[src/common/img_load_pkg.sv]
package img_load_pkg;

  typedef enum logic [2:0] {
    LD_WAIT,   // waiting for first sync byte
    LD_SYNC2,
    LD_META,   // pmem word count, dmem byte count
    LD_PMEM,
    LD_DMEM,
    LD_FIN
  } load_state_t;

  localparam logic [7:0] SYNC_HI = 8'h55;
  localparam logic [7:0] SYNC_LO = 8'hAA;

  typedef struct packed {
    logic [17:0] data;
    logic        last_meta;  // second meta word
  } asm_word_t;

endpackage

[src/img_loader/img_word_asm.sv]
module img_word_asm import img_load_pkg::*; (
  input  logic        rst,
  input  logic        clk,
  input  logic        byte_valid,
  input  logic [7:0]  byte_data,
  output logic        byte_ready,
  input  load_state_t load_state,
  output logic        asm_valid,
  output asm_word_t   asm_word
);

  load_state_t eff_state;
  logic [1:0]  need;
  logic [1:0]  phase;
  logic        meta_second;
  logic        last_q;
  logic        accept;
  logic        word_done;
  logic [17:0] word_data;

  // controller enters LD_META one cycle after the second sync byte,
  // a byte in that cycle already belongs to the meta block
  assign eff_state = (load_state == LD_SYNC2 && asm_valid && word_data[7:0] == SYNC_LO) ?
                     LD_META : load_state;

  always_comb begin
    case (eff_state)
      LD_META, LD_DMEM: need = 2'd2;
      LD_PMEM:          need = 2'd3;
      default:          need = 2'd1;  // sync bytes one at a time
    endcase
  end

  assign byte_ready = load_state != LD_FIN;
  assign accept     = byte_valid & byte_ready;
  assign word_done  = accept && phase >= need - 2'd1;

  assign asm_word = '{data: word_data, last_meta: last_q};

  always_ff @(posedge rst, posedge clk) begin
    if (clk) begin
      phase       <= 2'd0;
      asm_valid   <= 1'b0;
      meta_second <= 1'b0;
      last_q      <= 1'b0;
    end else begin
      asm_valid <= word_done;
      last_q    <= word_done && eff_state == LD_META && meta_second;
      if (load_state == LD_FIN || word_done) phase <= 2'd0;
      else if (accept) phase <= phase + 2'd1;
      if (eff_state != LD_META) meta_second <= 1'b0;
      else if (word_done) meta_second <= ~meta_second;
    end
  end

  // high bits first, first byte of a word clears the rest
  always_ff @(posedge rst) begin
    if (accept) begin
      if (phase == 2'd0) word_data <= {10'd0, byte_data};
      else word_data <= {word_data[9:0], byte_data};
    end
  end

endmodule

[config.mk]
export PLATFORM = sky130hd
export DESIGN_NAME = img_word_asm
export DESIGN_NICKNAME = d
export VERILOG_FILES = /design/src/common/img_load_pkg.sv /design/src/img_loader/img_word_asm.sv
export SDC_FILE = /design/constraint.sdc
export NUM_CORES = 1
export LEC_CHECK = 0
export BUFFER_PORTS_ARGS = -buffer_cell sky130_fd_sc_hd__buf_2
export CAP_MARGIN = 20
export CORE_UTILIZATION = 50
export CTS_BUF_LIST = sky130_fd_sc_hd__clkbuf_2 sky130_fd_sc_hd__clkbuf_4 sky130_fd_sc_hd__clkbuf_8
export CTS_CLUSTER_DIAMETER = 60
export DETAILED_ROUTE_END_ITERATION = 7
export GPL_TIMING_DRIVEN = 0
export PLACE_DENSITY = 0.85
export SLEW_MARGIN = 20
export SYNTH_ARGS = -nofsm -noshare
export SYNTH_HDL_FRONTEND = slang
export SYNTH_SLANG_ARGS = --single-unit
export TNS_END_PERCENT = 50
[constraint.sdc]
create_clock -name rst -period 2.4 [get_ports rst]
set_clock_uncertainty 0.05 [all_clocks]
set_input_delay 0.12 -clock rst [delete_from_list [all_inputs] [get_ports rst]]
set_output_delay 0.12 -clock rst [all_outputs]
set_load 0.03 [all_outputs]
==> metrics.cfg <==
[critical_path]
critical_path_class=register to register
cp-start-kind=register
cp.required_ns=2.60
worst_r2r_path_depth=8
cp_max_fo=6
critPathLaunch=word_data[0]$_DFFE_PP_
crit_path_end_kind=register
critPathArrivalTime_ns=2.23
timing.rr.start=word_data[0]$_DFFE_PP_

[detailed_routing]
vias=658
routedWlPerCell_um=12.70
drt-pass1-iter-count=4
postRouteAntennaNets=0
drt_wl_total_um=1765
drt_iter0_drc=7
drc=0
vias_per_cell=4.734

[floorplanning]
die_w_um=45.81
start_util_pct=54.40
dieArea_um2=2099
fp.coreArea_um2=1764
die_h_um=45.81
rows=15
io_pins=35

[hold_path]
holdPathStages=3
hold_path_class=primary input to register
holdCritStartpoint=byte_valid

[clock_tree]
clock_sinks=23
clock_latency_ns=0.31
numCtsBuffers=3
clk_pin_slew_ns=0.12
root_buffer=clkbuf_4
htreeDepth=1
cts_tree=yes
clock_path_buffers=2
post-cts-setup-buffers=0

[sta]
worst_slew_pin_slew_ns=0.6568
fin_crit_ns=2.027
setup_viol=0
relSlewSlack_pct=56.17
fmax_mhz=493.3
holdWs_ns=0.04243
rsz0062_at_grt=no
slew_viol_final=0
setup_tns_ns=0
hold_viol_final=0
fin_crit_sh_pct=84.46

[synthesis]
syn_nets=84
ys_warn_count=0
synth_area_leader_cell=edfxtp_1
yosysTopAreaCellShare_pct=56.32
synthesis.area_um2=959.7
syn_inst=67
seq_area_frac_synth_pct=69.36
syn_avg_cell_area_um2=14.32
yosys-top-cells-area=edfxtp_1, dfrtp_1, nor2b_1
ys_types=20
ys_ff_latch=23

[pwr]
p_sw_share_pct=29.41
cellLeakagePower_nw=0.5480
vdd_drop_max_v=0.0004814
combPwrFrac_pct=21.2
power.share.clock_pct=21.3
p_seq_share_pct=57.5
p_int_mw=0.5939
p_switching_mw=0.2474
pwr_density_cell_nw_per_um2=656.0

[outcome]
status=complete, no violations

[global_route]
antenna_found_initial=0
grt.overflow.total=0
grt_max_degree=19
grt_pass1_wl_um=2691
grt_usage_pct=19.28
first_global_vias=618

[placement]
dp_hpwl_um=1281
gp_congestion=0.8135
portBuffers=34

[finish]
drive_gt1_share_pct=38.60
nFillCells=133
diodes=0
finalNetCount=132
area_delta_synth_final_pct=33.64

[run]
cap_violations=0

flip-flops by register name, summed over array words and instances (netlist names):
register     flops
word_data       18
phase            2
asm_valid        1
last_q           1
meta_second      1
power groups by stage:
stage	Sequential, mW	Combinational (mW)	Clock [mW]
floorplan	0.551	0.0534	0
global placement	0.491	0.160	0
detailed placement	0.493	0.167	0
CTS	0.484	0.178	0.181
global route	0.488	0.193	0.197
finish	0.484	0.178	0.180
worst max-delay path, cell delays in order, from the launching register on:
cell and delay [ns]:
edfxtp_1 0.44, nor4b_2 0.27, nand3_1 0.12, o21ai_0 0.10, ha_1 0.26, nand2b_1 0.15
a21oi_2 0.29, o21ai_0 0.14, a21oi_1 0.14
final cells by class:
cell class / instances / area (um2) / area share [%]
clock inverters: 1 / 5.005 / 0.3902
clock buffers: 3 / 22.52 / 1.756
well taps: 25 / 31.28 / 2.439
inverters: 5 / 18.77 / 1.463
repair buffers: 43 / 260.3 / 20.29
flip-flops and latches: 23 / 665.6 / 51.90
plain buffers: 1 / 7.507 / 0.5854
multi-input cells: 38 / 271.5 / 21.17
cell families (layout without fill, tap and decap cells):
kind of cell | count (synthesis) | after routing | synth area share [%]
buffers and inverters | 6 | 53 | 2.738
flip-flops | 23 | 23 | 69.36
adder cells (fa/ha/maj) | 3 | 3 | 3.912
XOR/XNOR | 1 | 1 | 0.9128
AND/OR/NAND/NOR | 27 | 27 | 19.17
AO/OA/AOI/OAI | 7 | 7 | 3.912
metal layers:
layer	track usage [%]	share of wire (%)	vias to the layer above
met1	21.52	40	302
li1	-	-	330
met3	5.159	4.4	5
met4	8.824	1.6	0
met2	34.00	54	21
met5	0	0	-
cell usage after synthesis:
cell,number
edfxtp_1,18
nor2b_1,10
dfrtp_1,5
inv_1,5
a21oi_1,4
ha_1,3
nand2b_1,3
nand3_1,3
nor2_1,3
nor4b_2,2
o21ai_0,2
a21boi_1,1
and4b_1,1
and4bb_2,1
buf_4,1
nand2_1,1
nand2_2,1
nand3b_1,1
or3_1,1
xnor2_1,1
timing repair:
item,in CTS,in global routing
hold buffers,9,0
hold endpoints to repair,13,0
setup endpoints to repair,0,1
gates resized for setup,0,1
stage by stage:
| step | util [%] | power [mW] | worst slack [ns] | instances | area, um2 |
|---|---|---|---|---|---|
| 3_3_place_gp | 65.82 | 0.6509 | 0.3383 | 126 | 1161 |
| 2_1_floorplan | - | 0.6039 | 0.3379 | 67 | 959.7 |
| 4_1_cts | 72.48 | 0.8436 | 0.2029 | 139 | 1279 |
| 3_5_place_dp | 65.82 | 0.6600 | 0.2303 | 126 | 1161 |
| 5_1_grt | 72.70 | 0.8778 | 0.1552 | 139 | 1282 |
| 6_report | 72.70 | 0.8413 | 0.3729 | 139 | 1282 |
path summary, 6_finish.rpt:
kind                                            to  slack, ns
max in group asynchronous     phase[0]$_DFFE_PP0P_       1.92
min                           phase[1]$_DFFE_PP0P_       0.04
min reg2reg                meta_second$_DFFE_PP0P_       0.53
max                        meta_second$_DFFE_PP0P_       0.37
min in group asynchronous  meta_second$_DFFE_PP0P_       0.20
max reg2reg                meta_second$_DFFE_PP0P_       0.37
cell usage in the layout, fill, tap and decap left out, drive strengths merged:
master	count
nand2	2
nand3b	1
nor2b	10
a21boi	1
nor2	3
dfrtp	5
o21ai	2
a21oi	4
and4b	1
inv	5
or3	1
clkinv	1
nor4b	2
edfxtp	18
and4bb	1
nand2b	3
dlygate4sd3	9
ha	3
nand3	3
clkbuf	3
xnor2	1
buf	35
Note: power is estimated with default switching activity, not from simulation.
