## config.mk

```make
export PLATFORM = sky130hd
export DESIGN_NAME = img_load_ctrl
export DESIGN_NICKNAME = d
export VERILOG_FILES = /design/src/common/mem_map_pkg.sv /design/src/common/img_load_pkg.sv /design/src/img_loader/img_load_ctrl.sv
export SDC_FILE = /design/constraint.sdc
export NUM_CORES = 1
export LEC_CHECK = 0
export BUFFER_PORTS_ARGS = -buffer_cell sky130_fd_sc_hd__buf_4
export CAP_MARGIN = 40
export CORE_ASPECT_RATIO = 0.7
export CORE_MARGIN = 1
export CORE_UTILIZATION = 45
export CTS_CLUSTER_SIZE = 40
export DETAILED_ROUTE_END_ITERATION = 7
export HOLD_SLACK_MARGIN = 0.03
export PLACE_DENSITY = 0.7
export SYNTH_ARGS = -nofsm -noshare
export SYNTH_HDL_FRONTEND = slang
export SYNTH_SLANG_ARGS = --single-unit
export TNS_END_PERCENT = 10
```

## constraint.sdc

```tcl
create_clock -name rst -period 4 [get_ports rst]
set_input_delay 0.2 -clock rst [delete_from_list [all_inputs] [get_ports rst]]
set_output_delay 0.2 -clock rst [all_outputs]
set_load 0.01 [all_outputs]
```

## src/common/mem_map_pkg.sv

```systemverilog
package mem_map_pkg;

  localparam int addr_w = 12;  // byte address, both memories

  // default depths in words
  localparam int def_pmem_depth = 1024;
  localparam int def_dmem_depth = 1024;

  typedef enum logic {
    HOST_RD,
    HOST_WR
  } host_op_t;

  typedef enum logic [1:0] {
    SPACE_PMEM,
    SPACE_DMEM,
    SPACE_STAT  // loader status block
  } host_space_t;

  typedef struct packed {
    host_op_t          op;
    host_space_t       space;
    logic [addr_w-1:0] addr;
    logic [15:0]       wdata;
    logic              byt;   // single byte write, lane from addr[0]
  } host_req_t;

  typedef struct packed {
    logic [17:0] rdata;
  } host_rsp_t;

endpackage

```

## src/common/img_load_pkg.sv

```systemverilog
package img_load_pkg;

  typedef enum logic [2:0] {
    LD_WAIT,   // waiting for first sync byte
    LD_SYNC2,
    LD_META,   // pmem word count, dmem byte count
    LD_PMEM,
    LD_DMEM,
    LD_FIN
  } load_state_t;

  localparam logic [7:0] SYNC_HI = 8'h55;
  localparam logic [7:0] SYNC_LO = 8'hAA;

  typedef struct packed {
    logic [17:0] data;
    logic        last_meta;  // second meta word
  } asm_word_t;

endpackage

```

## src/img_loader/img_load_ctrl.sv

```systemverilog
module img_load_ctrl import mem_map_pkg::*, img_load_pkg::*; #(
  parameter logic [addr_w-1:0] DMEM_GVAR_START = addr_w'('h100)
) (
  input  logic              rst,
  input  logic              clk,
  input  logic              asm_valid,
  input  asm_word_t         asm_word,
  output load_state_t       load_state,
  output logic              loading,
  output logic [addr_w-1:0] ld_addr,
  output logic              ld_pmem_we,
  output logic              ld_dmem_we,
  output logic [17:0]       ld_wdata,
  output logic [addr_w-1:0] pmem_size,
  output logic [addr_w-1:0] dmem_size
);

  logic [addr_w-1:0] meta_val;
  logic [addr_w-1:0] dmem_end;
  logic              pmem_last;
  logic              dmem_last;

  assign meta_val  = asm_word.data[addr_w-1:0];
  assign dmem_end  = DMEM_GVAR_START + dmem_size;
  assign pmem_last = ld_addr == pmem_size - 1'b1;
  assign dmem_last = ld_addr + addr_w'(2) >= dmem_end;  // odd byte count rounds up

  assign loading = load_state inside {LD_META, LD_PMEM, LD_DMEM, LD_FIN};

  // write in the cycle the word is presented
  assign ld_pmem_we = asm_valid && load_state == LD_PMEM;
  assign ld_dmem_we = asm_valid && load_state == LD_DMEM;
  assign ld_wdata   = asm_word.data;

  always_ff @(posedge rst, posedge clk) begin
    if (clk) begin
      load_state <= LD_WAIT;
      ld_addr    <= '0;
      pmem_size  <= '0;
      dmem_size  <= '0;
    end else if (load_state == LD_FIN) begin
      load_state <= LD_WAIT;
    end else if (asm_valid) begin
      case (load_state)
        LD_WAIT:
          if (asm_word.data[7:0] == SYNC_HI) load_state <= LD_SYNC2;
        LD_SYNC2:
          if (asm_word.data[7:0] == SYNC_LO) begin
            load_state <= LD_META;
            pmem_size  <= '0;  // fresh image
            dmem_size  <= '0;
          end else begin
            load_state <= LD_WAIT;
          end
        LD_META:
          if (!asm_word.last_meta) begin
            pmem_size <= meta_val;
          end else begin
            dmem_size <= meta_val;
            if (pmem_size != '0) begin
              load_state <= LD_PMEM;
              ld_addr    <= '0;
            end else if (meta_val != '0) begin
              load_state <= LD_DMEM;
              ld_addr    <= DMEM_GVAR_START;
            end else begin
              load_state <= LD_FIN;
            end
          end
        LD_PMEM:
          if (!pmem_last) begin
            ld_addr <= ld_addr + 1'b1;
          end else if (dmem_size != '0) begin
            load_state <= LD_DMEM;
            ld_addr    <= DMEM_GVAR_START;
          end else begin
            load_state <= LD_FIN;
          end
        LD_DMEM:
          if (dmem_last) load_state <= LD_FIN;
          else ld_addr <= ld_addr + addr_w'(2);  // byte addressed
        default: ;
      endcase
    end
  end

endmodule

```

==> impl_metrics.tcl <==
set metrics [dict create \
    async_reset_ff_frac 1.00 \
    finalClockSkew_ps 17.3 \
    dp_cells 528 \
    synth_area_leaders "dfrtp_1, ha_1, o21ai_0" \
    detail-route-antenna-nets 0 \
    htree_levels 2 \
    syn_nets 437 \
    post-synth-top-count-cell "nand2_1" \
    io_buffer_count 69 \
    cp-end-kind "flop" \
    hp-class "in2async" \
    synth-main-ff-cell "dfrtp_1" \
    crit_type "reg2reg" \
    multiInputGateArea_sq_um 1870 \
    cp_max_fo 9 \
    status "completed" \
    clock.fmax_ghz 0.277 \
    area_growth_pct 17.7 \
    avgSynthCellArea_sq_um 8.00 \
    grt_pass1_wl_mm 15.0 \
    area.sequential_sq_um 976 \
    finalHoldViolCount 0 \
    dp.final_hpwl_mm 7.15 \
    gp_congestion 0.908 \
    cts_resized 0 \
    nNetsFinal 481 \
    vias_per_cell 5.88 \
    worstPathRequired_ps 4210 \
    finalWorstPathRequiredPeriod_ps 3610 \
    ir_drop_mv 0.291 \
    clkTransAtPathRegs_ps 90 \
    power.density_nw_per_um2 405 \
    leakagePower_nw 1.71 \
    ys_ff_latch 39 \
    synth_cells 397 \
    num_rows 25 \
    relSlewSlack 0.514 \
    cts_made_buffers 5 \
    synth_common_cells "nand2_1, dfrtp_1, o21ai_0, inv_1" \
    track_usage 0.271 \
    stdcell_count 536 \
    synth_seq_area_share 0.307 \
    fin_tns_setup_ps 0 \
    fin_crit_sh 0.902 \
    postCtsSetupRepairBufs 0 \
    dpl_cell_area_sq_um 3650 \
    r2r_cells 13 \
    final_cell_area_sq_um 3740 \
    arrival_ps 3820 \
    crit_start "ld_addr[2]" \
    core_sq_um 6790 \
    synth_warnings 0 \
    crit_path_end "ld_addr[10]" \
    num_antenna_cells 0 \
    synth_edf_count 0 \
    die-height_microns 72.3 \
    start_util 0.468 \
    die_x_microns 102 \
    yosysTopAreaCell "dfrtp_1" \
    overflow 0 \
    route.detailed.drc 0 \
    synth_cell_types 56 \
    cts_sinks 39 \
    cts_hold_buf 0 \
    grt_pass1_vias 2858 \
    cts_tree "built" \
    cts-root-buf "clkbuf_8" \
    via_count 3152 \
    rrSetupSlack_ps 390 \
    drive_above_1_share 0.208 \
    antenna_found_initial 0 \
    grt_max_degree 40 \
    worstReg2RegStart "ld_addr[2]" \
    die_area_sq_um 7400 \
    synth_top_area_share 0.307 \
    cts_buffer_depth 2 \
    maxSlewViolCount 0 \
    wl_per_cell_microns 17.8 \
    rr_endpoint "ld_addr[10]" \
    rsz0062_at_grt "false" \
    netlist_area_sq_um 3180 \
    cap_violations 0 \
    drt-total-wl_mm 9.52 \
    drt-pass1-iter-count 4 \
    tightest_slew_ps 723 \
    io_pins 82 \
    drt_iter0_drc 206 \
    critPathLaunchType "flop" \
    setup_viol 0 \
    fill_cells 650 \
    clk_latency_ps 310 \
]
cell type report:
type / instances / share of cell area
tap: 94 / 0.0315
clock buffer: 6 / 0.0194
inverter: 30 / 0.0301
multi-input combinational: 288 / 0.500
clock inverter: 2 / 0.00335
sequential: 39 / 0.261
timing repair buffer: 77 / 0.155
critical path, stage by stage (launching register included):
cell	delay, ps
dfrtp_1	510
ha_1	270
nand2_1	100
nor2_1	280
nand3_1	170
xnor2_1	290
ha_1	300
and2_1	180
a221oi_1	260
o21ai_0	210
a211oi_1	260
buf_4	170
o21ai_0	170
o32ai_1	340
per-stage QoR:
step	total power, mW	util	setup WS, ps	hold WS (ps)
floorplan	0.986	-	631	336
global placement	1.21	0.538	609	367
detailed placement	1.23	0.538	499	366
CTS	1.51	0.551	469	33.9
global route	1.62	0.551	67.8	92.2
finish	1.51	0.551	394	21.6
sequential cells by signal, summed over array words and instances, names as in the netlist:
signal,flops
ld_addr,12
load_state,3
pmem_size,12
dmem_size,12
metal layers:
layer  wire [microns]  up-vias  GRT usage  share of wire
li1                 -     1499          -              -
met2             4060      165      0.389           0.43
met1             4520     1479      0.415           0.47
met3              850        9     0.0617          0.089
met5                0        -          0              0
met4               91        0     0.0508         0.0096
worst min-delay path by stage:
stage	depth (start not counted)	end	start	slack (ps)
final	3	pmem_size[2]	clk	20
after global routing	3	pmem_size[2]	clk	90
after CTS	3	pmem_size[9]	clk	30
after detailed placement	3	pmem_size[9]	clk	370
after global placement	3	pmem_size[10]	clk	370
after floorplan	2	pmem_size[0]	asm_word[1]	340
cell families after synthesis:
logic type	Yosys count	synth area share
AO/OA/AOI/OAI	105	0.210
AND/OR/NAND/NOR	138	0.231
adder cells (fa/ha/maj)	18	0.0709
multiplexers	1	0.00473
flip-flops	39	0.307
XOR/XNOR	26	0.0717
buffers and inverters	70	0.104
power by group:
part	leakage [nW]	internal [mW]	switching, mW
Combinational	1.19	0.300	0.337
Clock	0.0412	0.122	0.162
Sequential	0.478	0.462	0.128
placed cells by master (no fill, tap or decap), types with 5 or more instances in the layout:
| master | count |
|---|---|
| nor4_1 | 6 |
| nand2b_1 | 5 |
| xor2_1 | 8 |
| inv_1 | 30 |
| xnor2_1 | 18 |
| nand2_1 | 40 |
| nand3_1 | 22 |
| a31oi_1 | 7 |
| nor2_1 | 22 |
| ha_1 | 18 |
| a21oi_1 | 16 |
| buf_4 | 77 |
| nor3_1 | 12 |
| o22ai_1 | 6 |
| o21ai_0 | 37 |
| clkbuf_8 | 5 |
| dfrtp_1 | 39 |
Power figures use the tool's default switching activity.
