`src/common/mem_map_pkg.sv`:
```
package mem_map_pkg;

  localparam int addr_w = 12;  // byte address, both memories

  // default depths in words
  localparam int def_pmem_depth = 1024;
  localparam int def_dmem_depth = 1024;

  typedef enum logic {
    HOST_RD,
    HOST_WR
  } host_op_t;

  typedef enum logic [1:0] {
    SPACE_PMEM,
    SPACE_DMEM,
    SPACE_STAT  // loader status block
  } host_space_t;

  typedef struct packed {
    host_op_t          op;
    host_space_t       space;
    logic [addr_w-1:0] addr;
    logic [15:0]       wdata;
    logic              byt;   // single byte write, lane from addr[0]
  } host_req_t;

  typedef struct packed {
    logic [17:0] rdata;
  } host_rsp_t;

endpackage

```
`src/hw/mem_port_mux.sv`:
```
module mem_port_mux import mem_map_pkg::*; (
  input  logic              rst,
  input  logic              clk,
  input  logic              loading,
  input  logic [addr_w-1:0] ld_addr,
  input  logic              ld_pmem_we,
  input  logic              ld_dmem_we,
  input  logic [17:0]       ld_wdata,
  input  logic [addr_w-1:0] pmem_size,
  input  logic [addr_w-1:0] dmem_size,
  input  logic              host_valid,
  input  host_req_t         host_req,
  output logic              host_ready,
  output logic              host_rsp_valid,
  output host_rsp_t         host_rsp,
  output logic [addr_w-1:0] pmem_addr,
  output logic              pmem_we,
  output logic              pmem_byt,
  output logic [17:0]       pmem_wdata,
  input  logic [17:0]       pmem_rdata,
  output logic [addr_w-1:0] dmem_addr,
  output logic              dmem_we,
  output logic              dmem_byt,
  output logic [15:0]       dmem_wdata,
  input  logic [15:0]       dmem_rdata
);

  host_space_t       rd_space_q;
  logic [addr_w-1:0] stat_val;
  logic [addr_w-1:0] stat_q;
  logic              host_acc;
  logic              host_wr;

  assign host_ready = ~loading;  // loader owns both rams
  assign host_acc   = host_valid & host_ready;
  assign host_wr    = host_acc && host_req.op == HOST_WR;

  assign pmem_addr  = loading ? ld_addr : host_req.addr;
  assign pmem_we    = loading ? ld_pmem_we : host_wr && host_req.space == SPACE_PMEM;
  assign pmem_byt   = ~loading & host_req.byt;
  assign pmem_wdata = loading ? ld_wdata : {2'b00, host_req.wdata};

  assign dmem_addr  = loading ? ld_addr : host_req.addr;
  assign dmem_we    = loading ? ld_dmem_we : host_wr && host_req.space == SPACE_DMEM;
  assign dmem_byt   = ~loading & host_req.byt;
  assign dmem_wdata = loading ? ld_wdata[15:0] : host_req.wdata;

  always_comb begin
    case (host_req.addr)
      addr_w'(0): stat_val = {{(addr_w-1){1'b0}}, loading};
      addr_w'(2): stat_val = pmem_size;
      addr_w'(4): stat_val = dmem_size;
      default:    stat_val = '0;
    endcase
  end

  always_ff @(posedge rst, posedge clk) begin
    if (clk) begin
      host_rsp_valid <= 1'b0;
      rd_space_q     <= SPACE_PMEM;
    end else begin
      host_rsp_valid <= host_acc && host_req.op == HOST_RD;
      if (host_acc) rd_space_q <= host_req.space;
    end
  end

  always_ff @(posedge rst) begin
    if (host_acc) stat_q <= stat_val;
  end

  // ram data is already registered, lines up with host_rsp_valid
  always_comb begin
    case (rd_space_q)
      SPACE_PMEM: host_rsp.rdata = pmem_rdata;
      SPACE_DMEM: host_rsp.rdata = {2'b00, dmem_rdata};
      default:    host_rsp.rdata = {{(18-addr_w){1'b0}}, stat_q};
    endcase
  end

endmodule

```
`config.mk`:
```
export PLATFORM = sky130hd
export DESIGN_NAME = mem_port_mux
export DESIGN_NICKNAME = d
export VERILOG_FILES = /design/src/common/mem_map_pkg.sv /design/src/hw/mem_port_mux.sv
export SDC_FILE = /design/constraint.sdc
export NUM_CORES = 1
export LEC_CHECK = 0
export BUFFER_PORTS_ARGS = -buffer_cell sky130_fd_sc_hd__buf_2
export CAP_MARGIN = 0
export CORE_AREA = 3 3 79 81
export CTS_BUF_LIST = sky130_fd_sc_hd__clkbuf_4 sky130_fd_sc_hd__clkbuf_8
export CTS_CLUSTER_DIAMETER = 30
export DETAILED_ROUTE_END_ITERATION = 10
export DIE_AREA = 0 0 82 84
export GPL_ROUTABILITY_DRIVEN = 1
export HOLD_SLACK_MARGIN = 0.05
export PLACE_DENSITY = 0.73
export SLEW_MARGIN = 40
export SYNTH_ARGS = -nofsm -noshare
export SYNTH_HDL_FRONTEND = slang
export SYNTH_SLANG_ARGS = --single-unit
```
`constraint.sdc`:
```
create_clock -name rst -period 1.4 [get_ports rst]
set_input_delay 0.21 -clock rst [delete_from_list [all_inputs] [get_ports rst]]
set_output_delay 0.21 -clock rst [all_outputs]
set_load 0.005 [all_outputs]
```
==> impl_metrics.tcl, run 1 <==
set metrics [dict create \
    cts_max_path_buffers 2 \
    wl_per_cell_um 14.2 \
    synth_seq_cells 15 \
    skew_ns 0 \
    critical_path.cell_chain "clkbuf_16, nor3b_2, buf_2" \
    die-height_um 84 \
    first_iter_violations 53 \
    htreeDepth 1 \
    drcViolationCount 0 \
    clkTransAtPathRegs_ns 0.05 \
    hold_class "in2reg" \
    final_max_slew_viol_count 0 \
    rsz0062_at_grt "true" \
    power_frac_comb_pct 49.4 \
    syn-num-nets 307 \
    clk_latency_ns 0.24 \
    antenna_cells 0 \
    grt_max_degree 31 \
    dpl.cell_count 425 \
    syn-cell-area_um2 1630 \
    startpoint "rd_space_q[0]$_DFFE_PP0N_" \
    die_x_um 82 \
    swShare_pct 30.4 \
    p_leak_nw 1.40 \
    worstSetupPathType "reg2out" \
    dieArea_um2 6890 \
    setup_violations 8 \
    layout.nets 487 \
    clkPwrFrac_pct 19.7 \
    grt_pass1_wl_mm 8.70 \
    setup_slack_ns -0.0326 \
    yosys_warnings 0 \
    clkSinkCount 15 \
    cts_tree "built" \
    p_int_mw 1.18 \
    cp-start-kind "flip-flop" \
    cp.arrival_ns 1.22 \
    n_fill_cell 544 \
    min_period_ns 1.43 \
    seq_area_um2 437 \
    tritoncts.num_buffers 3 \
    period_share_pct 102 \
    worst_slew_pin_slew_ns 0.684 \
    layout_common_cells "buf_2 (207), mux2_2 (28), nand2_1 (20)" \
    pwr-share-seq_pct 30.9 \
    p_switching_uw 513 \
    grt_overflow_total 0 \
    peakVddDrop_v 0.000267 \
    first_pass_iters 4 \
    power_density_nw_per_um2 639 \
    multi_input_area_um2 878 \
    core_um2 5540 \
    dpl.hpwl_mm 5.40 \
    hp-start "host_req[31]" \
    avgSynthCellArea_um2 8.98 \
    antenna_left 0 \
    max_stage_delay_ns 0.44 \
    grt_util_all_layers_pct 16.1 \
    io-pin-count 208 \
    p_total_mw 1.69 \
    antenna_found_initial 1 \
    portBuffers 207 \
    syn_inst 181 \
    rows 27 \
    final_core_util_pct 47.7 \
    maxCapViolCount 0 \
    max_freq_mhz 698 \
    worstSetupEndpointType "primary output" \
    maxSlewHeadroom_pct 54.3 \
    violations "setup timing" \
    grt_pass1_vias 1819 \
    vias 1949 \
    slowest_stage "dfrtp_2" \
    hold_viol 0 \
    status "complete, but fails checks" \
    drt-total-wl_mm 6.14 \
    routed_via_density 4.51 \
    r2r-start "rd_space_q[0]$_DFFE_PP0N_" \
    layout-drive-gt1-share_pct 69.7 \
    place_ws_ns 0.0227 \
    final_common_cell "buf_2" \
    cp.required_ns 1.19 \
    ys_seq_area_share_pct 26.8 \
    critPathMaxFanout 9 \
    cts-root-buf "clkbuf_8" \
    ys_types 22 \
    hold_ws_ns 0.138 \
    place.gp.congestion 0.862 \
    initial_core_util_pct 29.3 \
    areaGrowthSynthToFinish_pct 62.7 \
    fin_cells 432 \
]
kinds of logic after synthesis:
family / synth area share [%]
and+or+nand+nor: 13.2
muxes: 29.9
buffers and inverters: 19.6
AOI/OAI and AO/OA: 10.5
DFF: 26.8
registers in the layout (all words and copies together), names as in the netlist:
signal	cells
host_rsp_valid	1
rd_space_q	2
stat_q	12
critical path: cells and delay by family (launching register included):
family	cells	cell delay (ns)
buffers and inverters	2	0.33
DFF	1	0.44
and+or+nand+nor	1	0.21
per-stage QoR:
stage | TNS (ns) | area [um^2]
2_1_floorplan | 0 | 1630
3_3_place_gp | 0 | 2540
3_5_place_dp | 0 | 2540
4_1_cts | -0.546 | 2610
5_1_grt | -1.53 | 2640
6_report | -0.153 | 2640
cells in the mapped netlist:
library cell	count	area share, %
a21oi_1	1	0.31
a22oi_1	11	5.1
and2_1	2	0.77
buf_2	3	0.92
buf_4	31	14
buf_6	4	2.8
clkbuf_1	3	0.69
dfrtp_1	3	4.6
edfxtp_1	12	22
inv_1	4	0.92
mux2_2	28	19
mux2i_1	17	10
nand2_1	20	4.6
nand2b_1	1	0.39
nand3_1	1	0.31
nor2_1	17	3.9
nor2b_1	3	1.2
nor3b_1	2	0.92
nor4_1	2	0.77
o21ai_0	13	4.0
o41ai_1	2	1.1
or2_2	1	0.39
repair_timing:
action | 4_1_cts | 5_1_grt
hold endpoints to repair | 3 | 0
cloned | 0 | 1
setup endpoints to repair | 17 | 18
gates resized for setup | 3 | 11
hold buffers | 1 | 0
buffers inserted | 0 | 1
power groups by stage:
stage               Sequential [mW]  Combinational, mW  Clock (mW)
floorplan                     0.523              0.441           0
global placement              0.527              0.789           0
detailed placement            0.527              0.803           0
CTS                           0.519              0.814       0.344
global route                  0.525              0.922       0.365
finish                        0.522              0.834       0.333
final cells by class:
type | count | area share, %
sequential | 15 | 16.5
tap | 72 | 3.41
inverter | 4 | 0.568
timing repair buffer | 216 | 44.5
multi-input combinational | 121 | 33.2
clock inverter | 1 | 0.189
clock buffer | 3 | 1.56
per-layer routing:
layer | vias to the layer above | GRT usage (%) | wire [um]
met4 | 2 | 4.98 | 112
met5 | - | 0 | 7
met3 | 10 | 3.46 | 620
met1 | 861 | 15.5 | 1980
met2 | 112 | 32.1 | 3410
li1 | 964 | - | -
worst paths after layout:
kind                                             end  slack, ns  cells past startpoint
max                                     host_rsp[16]      -0.03                      3
min                         host_rsp_valid$_DFF_PP0_       0.14                      2
max reg2reg                rd_space_q[0]$_DFFE_PP0N_       0.59                      3
min reg2reg                rd_space_q[1]$_DFFE_PP0N_       0.50                      2
max in group asynchronous  rd_space_q[0]$_DFFE_PP0N_       0.88                      3
min in group asynchronous   host_rsp_valid$_DFF_PP0_       0.37                      3
Power figures use the tool's default switching activity.
==> run 2: changes to the inputs <==
Settings changed: BUFFER_PORTS_ARGS -buffer_cell sky130_fd_sc_hd__buf_2 to -buffer_cell sky130_fd_sc_hd__clkbuf_2, CAP_MARGIN 0 to 10, CORE_AREA 3 3 79 81 to unset, CORE_ASPECT_RATIO set to 0.5, CORE_MARGIN set to 3, CORE_UTILIZATION set to 33, DIE_AREA 0 0 82 84 to unset, PLACE_DENSITY 0.73 to 0.83.
==> run 2 against run 1 <==
  * The run still ends with setup timing left
  * Combinational power is 3.0% higher
  * Critical path depth rose by 1
  * Count of clock-buffer cells in the layout up 1
  * Die area shrank 15%
  * Cell count is 1.4% lower
  * Power grew 3.3%
  * Critical path type unchanged
  * Critical endpoint is now host_rsp[11]
  * Largest cell class unchanged
==> impl_metrics.tcl, run 2 (same netlist as run 1, synthesis figures left out) <==
set metrics [dict create \
    status "complete, but fails checks" \
    violations "setup timing" \
    biggestRegsByFlops "stat_q x12, rd_space_q x2, host_rsp_valid x1" \
    critPathMaxFanout 9 \
    grt_overflow_total 0 \
    final_max_slew_viol_count 0 \
    largest_register_ffs 12 \
    clk_latency_ns 0.24 \
    worst_slew_pin_slew_ns 0.735 \
    layout_common_cells "clkbuf_2 (200), mux2_2 (28), nand2_1 (20)" \
    io-pin-count 208 \
    maxCapViolCount 0 \
    period_share_pct 103 \
    fin_cells 426 \
    initial_core_util_pct 35.5 \
    layout-drive-gt1-share_pct 70.3 \
    largest_register "stat_q" \
    layout.nets 487 \
    cp-start-kind "flip-flop" \
    worstSetupPathType "reg2out" \
    dieArea_um2 5850 \
    routed_via_density 4.48 \
    grt_max_degree 27 \
    antenna_left 0 \
    first_pass_iters 4 \
    critical_path.cell_chain "clkbuf_16, mux2i_1, o21ai_1, buf_2" \
    htreeDepth 1 \
    cts_max_path_buffers 2 \
    cp-endpoint "host_rsp[11]" \
    cts_tree "built" \
    tritoncts.num_buffers 3 \
    min_period_ns 1.44 \
    areaGrowthSynthToFinish_pct 63.4 \
    r2r_end "rd_space_q[1]$_DFFE_PP0N_" \
    first_iter_violations 116 \
    max_freq_mhz 696 \
    vias 1910 \
    place.gp.congestion 0.825 \
    maxSlewHeadroom_pct 50.9 \
    clkTransAtPathRegs_ns 0.06 \
    setup_slack_ns -0.0373 \
    dpl.hpwl_mm 5.36 \
    hold_class "in2reg" \
    drt-total-wl_mm 6.18 \
    peakVddDrop_v 0.000277 \
    grt_util_all_layers_pct 19.5 \
    dpl.cell_count 419 \
    die-height_um 55.6 \
    core_um2 4570 \
    r2r.worst_path.cells 3 \
    slowest_stage "dfrtp_2" \
    wl_per_cell_um 14.5 \
    power_density_nw_per_um2 657 \
    p_total_mw 1.74 \
    r2r-start "rd_space_q[1]$_DFFE_PP0N_" \
    drcViolationCount 0 \
    cp.arrival_ns 1.23 \
    portBuffers 207 \
    skew_ns 0 \
    cp.required_ns 1.19 \
    final_common_cell "clkbuf_2" \
    grt_pass1_wl_mm 9.47 \
    rows 17 \
    setup_violations 14 \
    p_leak_nw 1.44 \
    rrSetupSlack_ns 0.61 \
    fin_tns_setup_ns -0.209 \
    startpoint "rd_space_q[0]$_DFFE_PP0N_" \
    grt_pass1_vias 1944 \
    antenna_cells 0 \
    hold_viol 0 \
    clkSinkCount 15 \
    antenna_found_initial 0 \
    die_x_um 105 \
    max_stage_delay_ns 0.41 \
    rsz0062_at_grt "true" \
    cts-root-buf "clkbuf_8" \
    worstSetupEndpointType "primary output" \
]
## run 2: worst min-delay path by stage
stage,start,end,slack (ns),depth (start not counted)
4_1_cts,host_req[31],host_rsp_valid$_DFF_PP0_,0.14,2
5_1_grt,host_req[31],host_rsp_valid$_DFF_PP0_,0.14,2
3_5_place_dp,clk,rd_space_q[0]$_DFFE_PP0N_,0.07,2
3_3_place_gp,clk,host_rsp_valid$_DFF_PP0_,0.06,2
2_1_floorplan,clk,host_rsp_valid$_DFF_PP0_,-0.04,1
6_report,host_req[31],host_rsp_valid$_DFF_PP0_,0.14,2
## run 2: routing by layer
layer / wire [um] / GRT usage (%)
met4: 90 / 4.49
met1: 2550 / 24.1
met3: 404 / 3.36
met5: 0 / 0
met2: 3130 / 35.4
## run 2: through the flow
stage / worst slack [ns] / hold slack [ns] / instance area [um^2] / utilization (%)
6_report: -0.0373 / 0.144 / 2660 / 58.1
5_1_grt: -0.0885 / 0.138 / 2660 / 58.1
4_1_cts: -0.0489 / 0.138 / 2620 / 57.2
3_5_place_dp: 0.0199 / 0.0650 / 2550 / 55.7
3_3_place_gp: 0.0535 / 0.0617 / 2550 / 55.7
2_1_floorplan: 0.214 / -0.0364 / 1630 / -
## run 2: what timing repair did
action,CTS,global route
setup endpoints to repair,16,18
gates resized for setup,13,11
setup buffers,1,0
pin swaps,0,2
hold endpoints to repair,3,0
gates cloned,0,1
hold buffers,1,0
## run 2: where the power goes
| group | switching [mW] | leakage [nW] | internal [mW] | total [mW] |
|---|---|---|---|---|
| clock network | 0.140 | 0.0262 | 0.220 | 0.360 |
| registers | 0.0159 | 0.134 | 0.509 | 0.525 |
| logic | 0.377 | 1.28 | 0.482 | 0.859 |
## run 2: layout make-up
type	instances	area [um^2]
fillers	439	1920
repair buffers	216	1190
multi-input cells	121	885
flip-flops and latches	15	438
well taps	66	82.6
clock buffers	4	48.8
inverters	4	15.0
## run 2: worst max-delay path: cells and delay by family (launching register included)
kind,cells,cell delay [ns]
compound gates,1,0.07
buf+inv,2,0.30
flops,1,0.41
mux,1,0.19
==> run 3: changes to the inputs <==
==> constraint.sdc (replaced) <==
create_clock -name rst -period 1.4 [get_ports rst]
set_input_delay 0.28 -clock rst [delete_from_list [all_inputs] [get_ports rst]]
set_output_delay 0.28 -clock rst [all_outputs]
set_load 0.005 [all_outputs]
==> run 3 against run 2 <==
  * Critical endpoint is now host_rsp[0]
  * Critical path depth is the same
  * Global-route usage shrank 0.33 points
  * Highest routed layer unchanged
  * Non-clock buffer count grew 3
  * Fmax shrank 3.4%
  * Power shrank 1.9%
  * Clock power shrank 3%
  * Critical path type unchanged
  * Sequential power shrank 1%
  * Largest cell class unchanged
  * The run still ends with setup timing left
  * Design area shrank 0.61%
  * Register-to-register slack is essentially flat
  * Cell count grew 0.70%
  * Via count grew 2.0%
==> impl_metrics.tcl, run 3 (same netlist as run 1, synthesis figures left out) <==
set metrics [dict create \
    cp.required_ns 1.12 \
    max_freq_mhz 672 \
    min_period_ns 1.49 \
    power_density_nw_per_um2 648 \
    initial_core_util_pct 35.5 \
    cts-root-buf "clkbuf_8" \
    cp-start-kind "flip-flop" \
    htreeDepth 1 \
    antenna_cells 0 \
    p_switching_uw 544 \
    cts_max_path_buffers 2 \
    cts_tree "built" \
    p_int_mw 1.17 \
    period_share_pct 106 \
    clkTransAtPathRegs_ns 0.06 \
    grt_max_degree 21 \
    die_x_um 105 \
    worstSetupEndpointType "primary output" \
    cp.arrival_ns 1.21 \
    rows 17 \
    status "complete, but fails checks" \
    r2r_end "rd_space_q[1]$_DFFE_PP0N_" \
    postCtsSetupRepairBufs 0 \
    skew_ns 0 \
    first_iter_violations 167 \
    maxSlewHeadroom_pct 50.4 \
    biggestRegsByFlops "stat_q x12, rd_space_q x2, host_rsp_valid x1" \
    grt_util_all_layers_pct 19.1 \
    fin_area_um2 2640 \
    final_common_cell "clkbuf_2" \
    worstSetupPathType "reg2out" \
    dpl.hpwl_mm 5.42 \
    r2r.worst_path.cells 3 \
    startpoint "rd_space_q[0]$_DFFE_PP0N_" \
    setup_slack_ns -0.0872 \
    first_pass_iters 4 \
    drcViolationCount 0 \
    largest_register "stat_q" \
    clkSinkCount 15 \
    largest_register_ffs 12 \
    setup_violations 17 \
    io-pin-count 208 \
    final_max_slew_viol_count 0 \
    dieArea_um2 5850 \
    rrSetupSlack_ns 0.61 \
    areaGrowthSynthToFinish_pct 62.4 \
    hp-start "host_req[31]" \
    portBuffers 207 \
    maxCapViolCount 0 \
    hold_viol 0 \
    die-height_um 55.6 \
    p_leak_nw 1.45 \
    place.gp.congestion 0.823 \
    routed_via_density 4.54 \
    wl_per_cell_um 14.3 \
    layout_common_cells "clkbuf_2 (205), mux2_2 (28), nand2_1 (20)" \
    peakVddDrop_v 0.000299 \
    drt-total-wl_mm 6.12 \
    worst_slew_pin_slew_ns 0.743 \
    clkPwrFrac_pct 20.4 \
    cp-endpoint "host_rsp[0]" \
    antenna_left 0 \
    antenna_found_initial 0 \
    swShare_pct 31.8 \
    pwr-share-seq_pct 30.3 \
    p_total_mw 1.71 \
    hold_class "in2reg" \
    clk_latency_ns 0.24 \
    post_dp_cell_area_um2 2550 \
    power_frac_comb_pct 49.3 \
    vias 1949 \
    grt_pass1_wl_mm 9.19 \
    critPathMaxFanout 10 \
    grt_pass1_vias 1947 \
    tritoncts.num_buffers 3 \
    layout.nets 490 \
    r2r-start "rd_space_q[1]$_DFFE_PP0N_" \
    rsz0062_at_grt "true" \
    layout-drive-gt1-share_pct 70.5 \
    violations "setup timing" \
    grt_overflow_total 0 \
    core_um2 4570 \
]
run 3: cell count changes in the layout (fill, tap and decap cells not counted), sizes merged:
cell | previous run | this run
clkbuf | 205 | 208
buf | 14 | 13
clkinv | 0 | 1
run 3: per-stage QoR:
stage	utilization (%)	std cells	worst slack [ns]	hold slack (ns)	setup TNS [ns]
finish	57.7	429	-0.0872	0.205	-0.866
global route	57.7	429	-0.154	0.205	-2.12
CTS	57.1	429	-0.0819	0.204	-0.997
detailed placement	55.7	424	-0.0874	0.135	-0.707
global placement	55.7	424	-0.0199	0.130	-0.107
floorplan	-	181	0.0745	0.0336	0
run 3: area by class of cell:
type                            instances  area (um^2)
Clock buffer                            3         41.3
Sequential cell                        15          435
Tap cell                               66         82.6
Inverter                                4         15.0
Clock inverter                          1         5.00
Timing Repair Buffer                  219         1160
Fill cell                             415         1930
Multi-Input combinational cell        121          895
run 3: critical path, stage by stage, from the launching register on:
cell and delay [ns]:
dfrtp_1 0.37, buf_6 0.18, mux2i_2 0.23, o21ai_1 0.07, clkbuf_2 0.11
run 3: power groups by stage:
stage	Sequential, mW	Combinational (mW)	Clock (mW)
after floorplan	0.523	0.441	0
after global placement	0.525	0.806	0
after detailed placement	0.526	0.816	0
after CTS	0.518	0.834	0.352
after global routing	0.521	0.928	0.372
final	0.519	0.843	0.349
run 3: per-layer routing:
metal,part of all wire [%],GRT usage [%],vias to the layer above,wire length (um)
li1,-,-,975,-
met1,40,23.2,886,2480
met2,51,35.1,82,3140
met3,7.3,4.40,6,448
met4,0.93,3.36,0,57
met5,0,0,-,0
run 3: how the worst min path moves through the flow:
stage                                     end  slack (ns)  cells after the start
floorplan            host_rsp_valid$_DFF_PP0_        0.03                      1
global placement     host_rsp_valid$_DFF_PP0_        0.13                      2
detailed placement  rd_space_q[0]$_DFFE_PP0N_        0.14                      2
CTS                  host_rsp_valid$_DFF_PP0_        0.20                      2
global route         host_rsp_valid$_DFF_PP0_        0.20                      2
finish               host_rsp_valid$_DFF_PP0_        0.21                      2
run 3: timing repair:
item / in CTS / in global routing
hold endpoints to repair: 3 / 0
hold buffers: 1 / 0
setup endpoints to repair: 18 / 19
resized for setup: 11 / 10
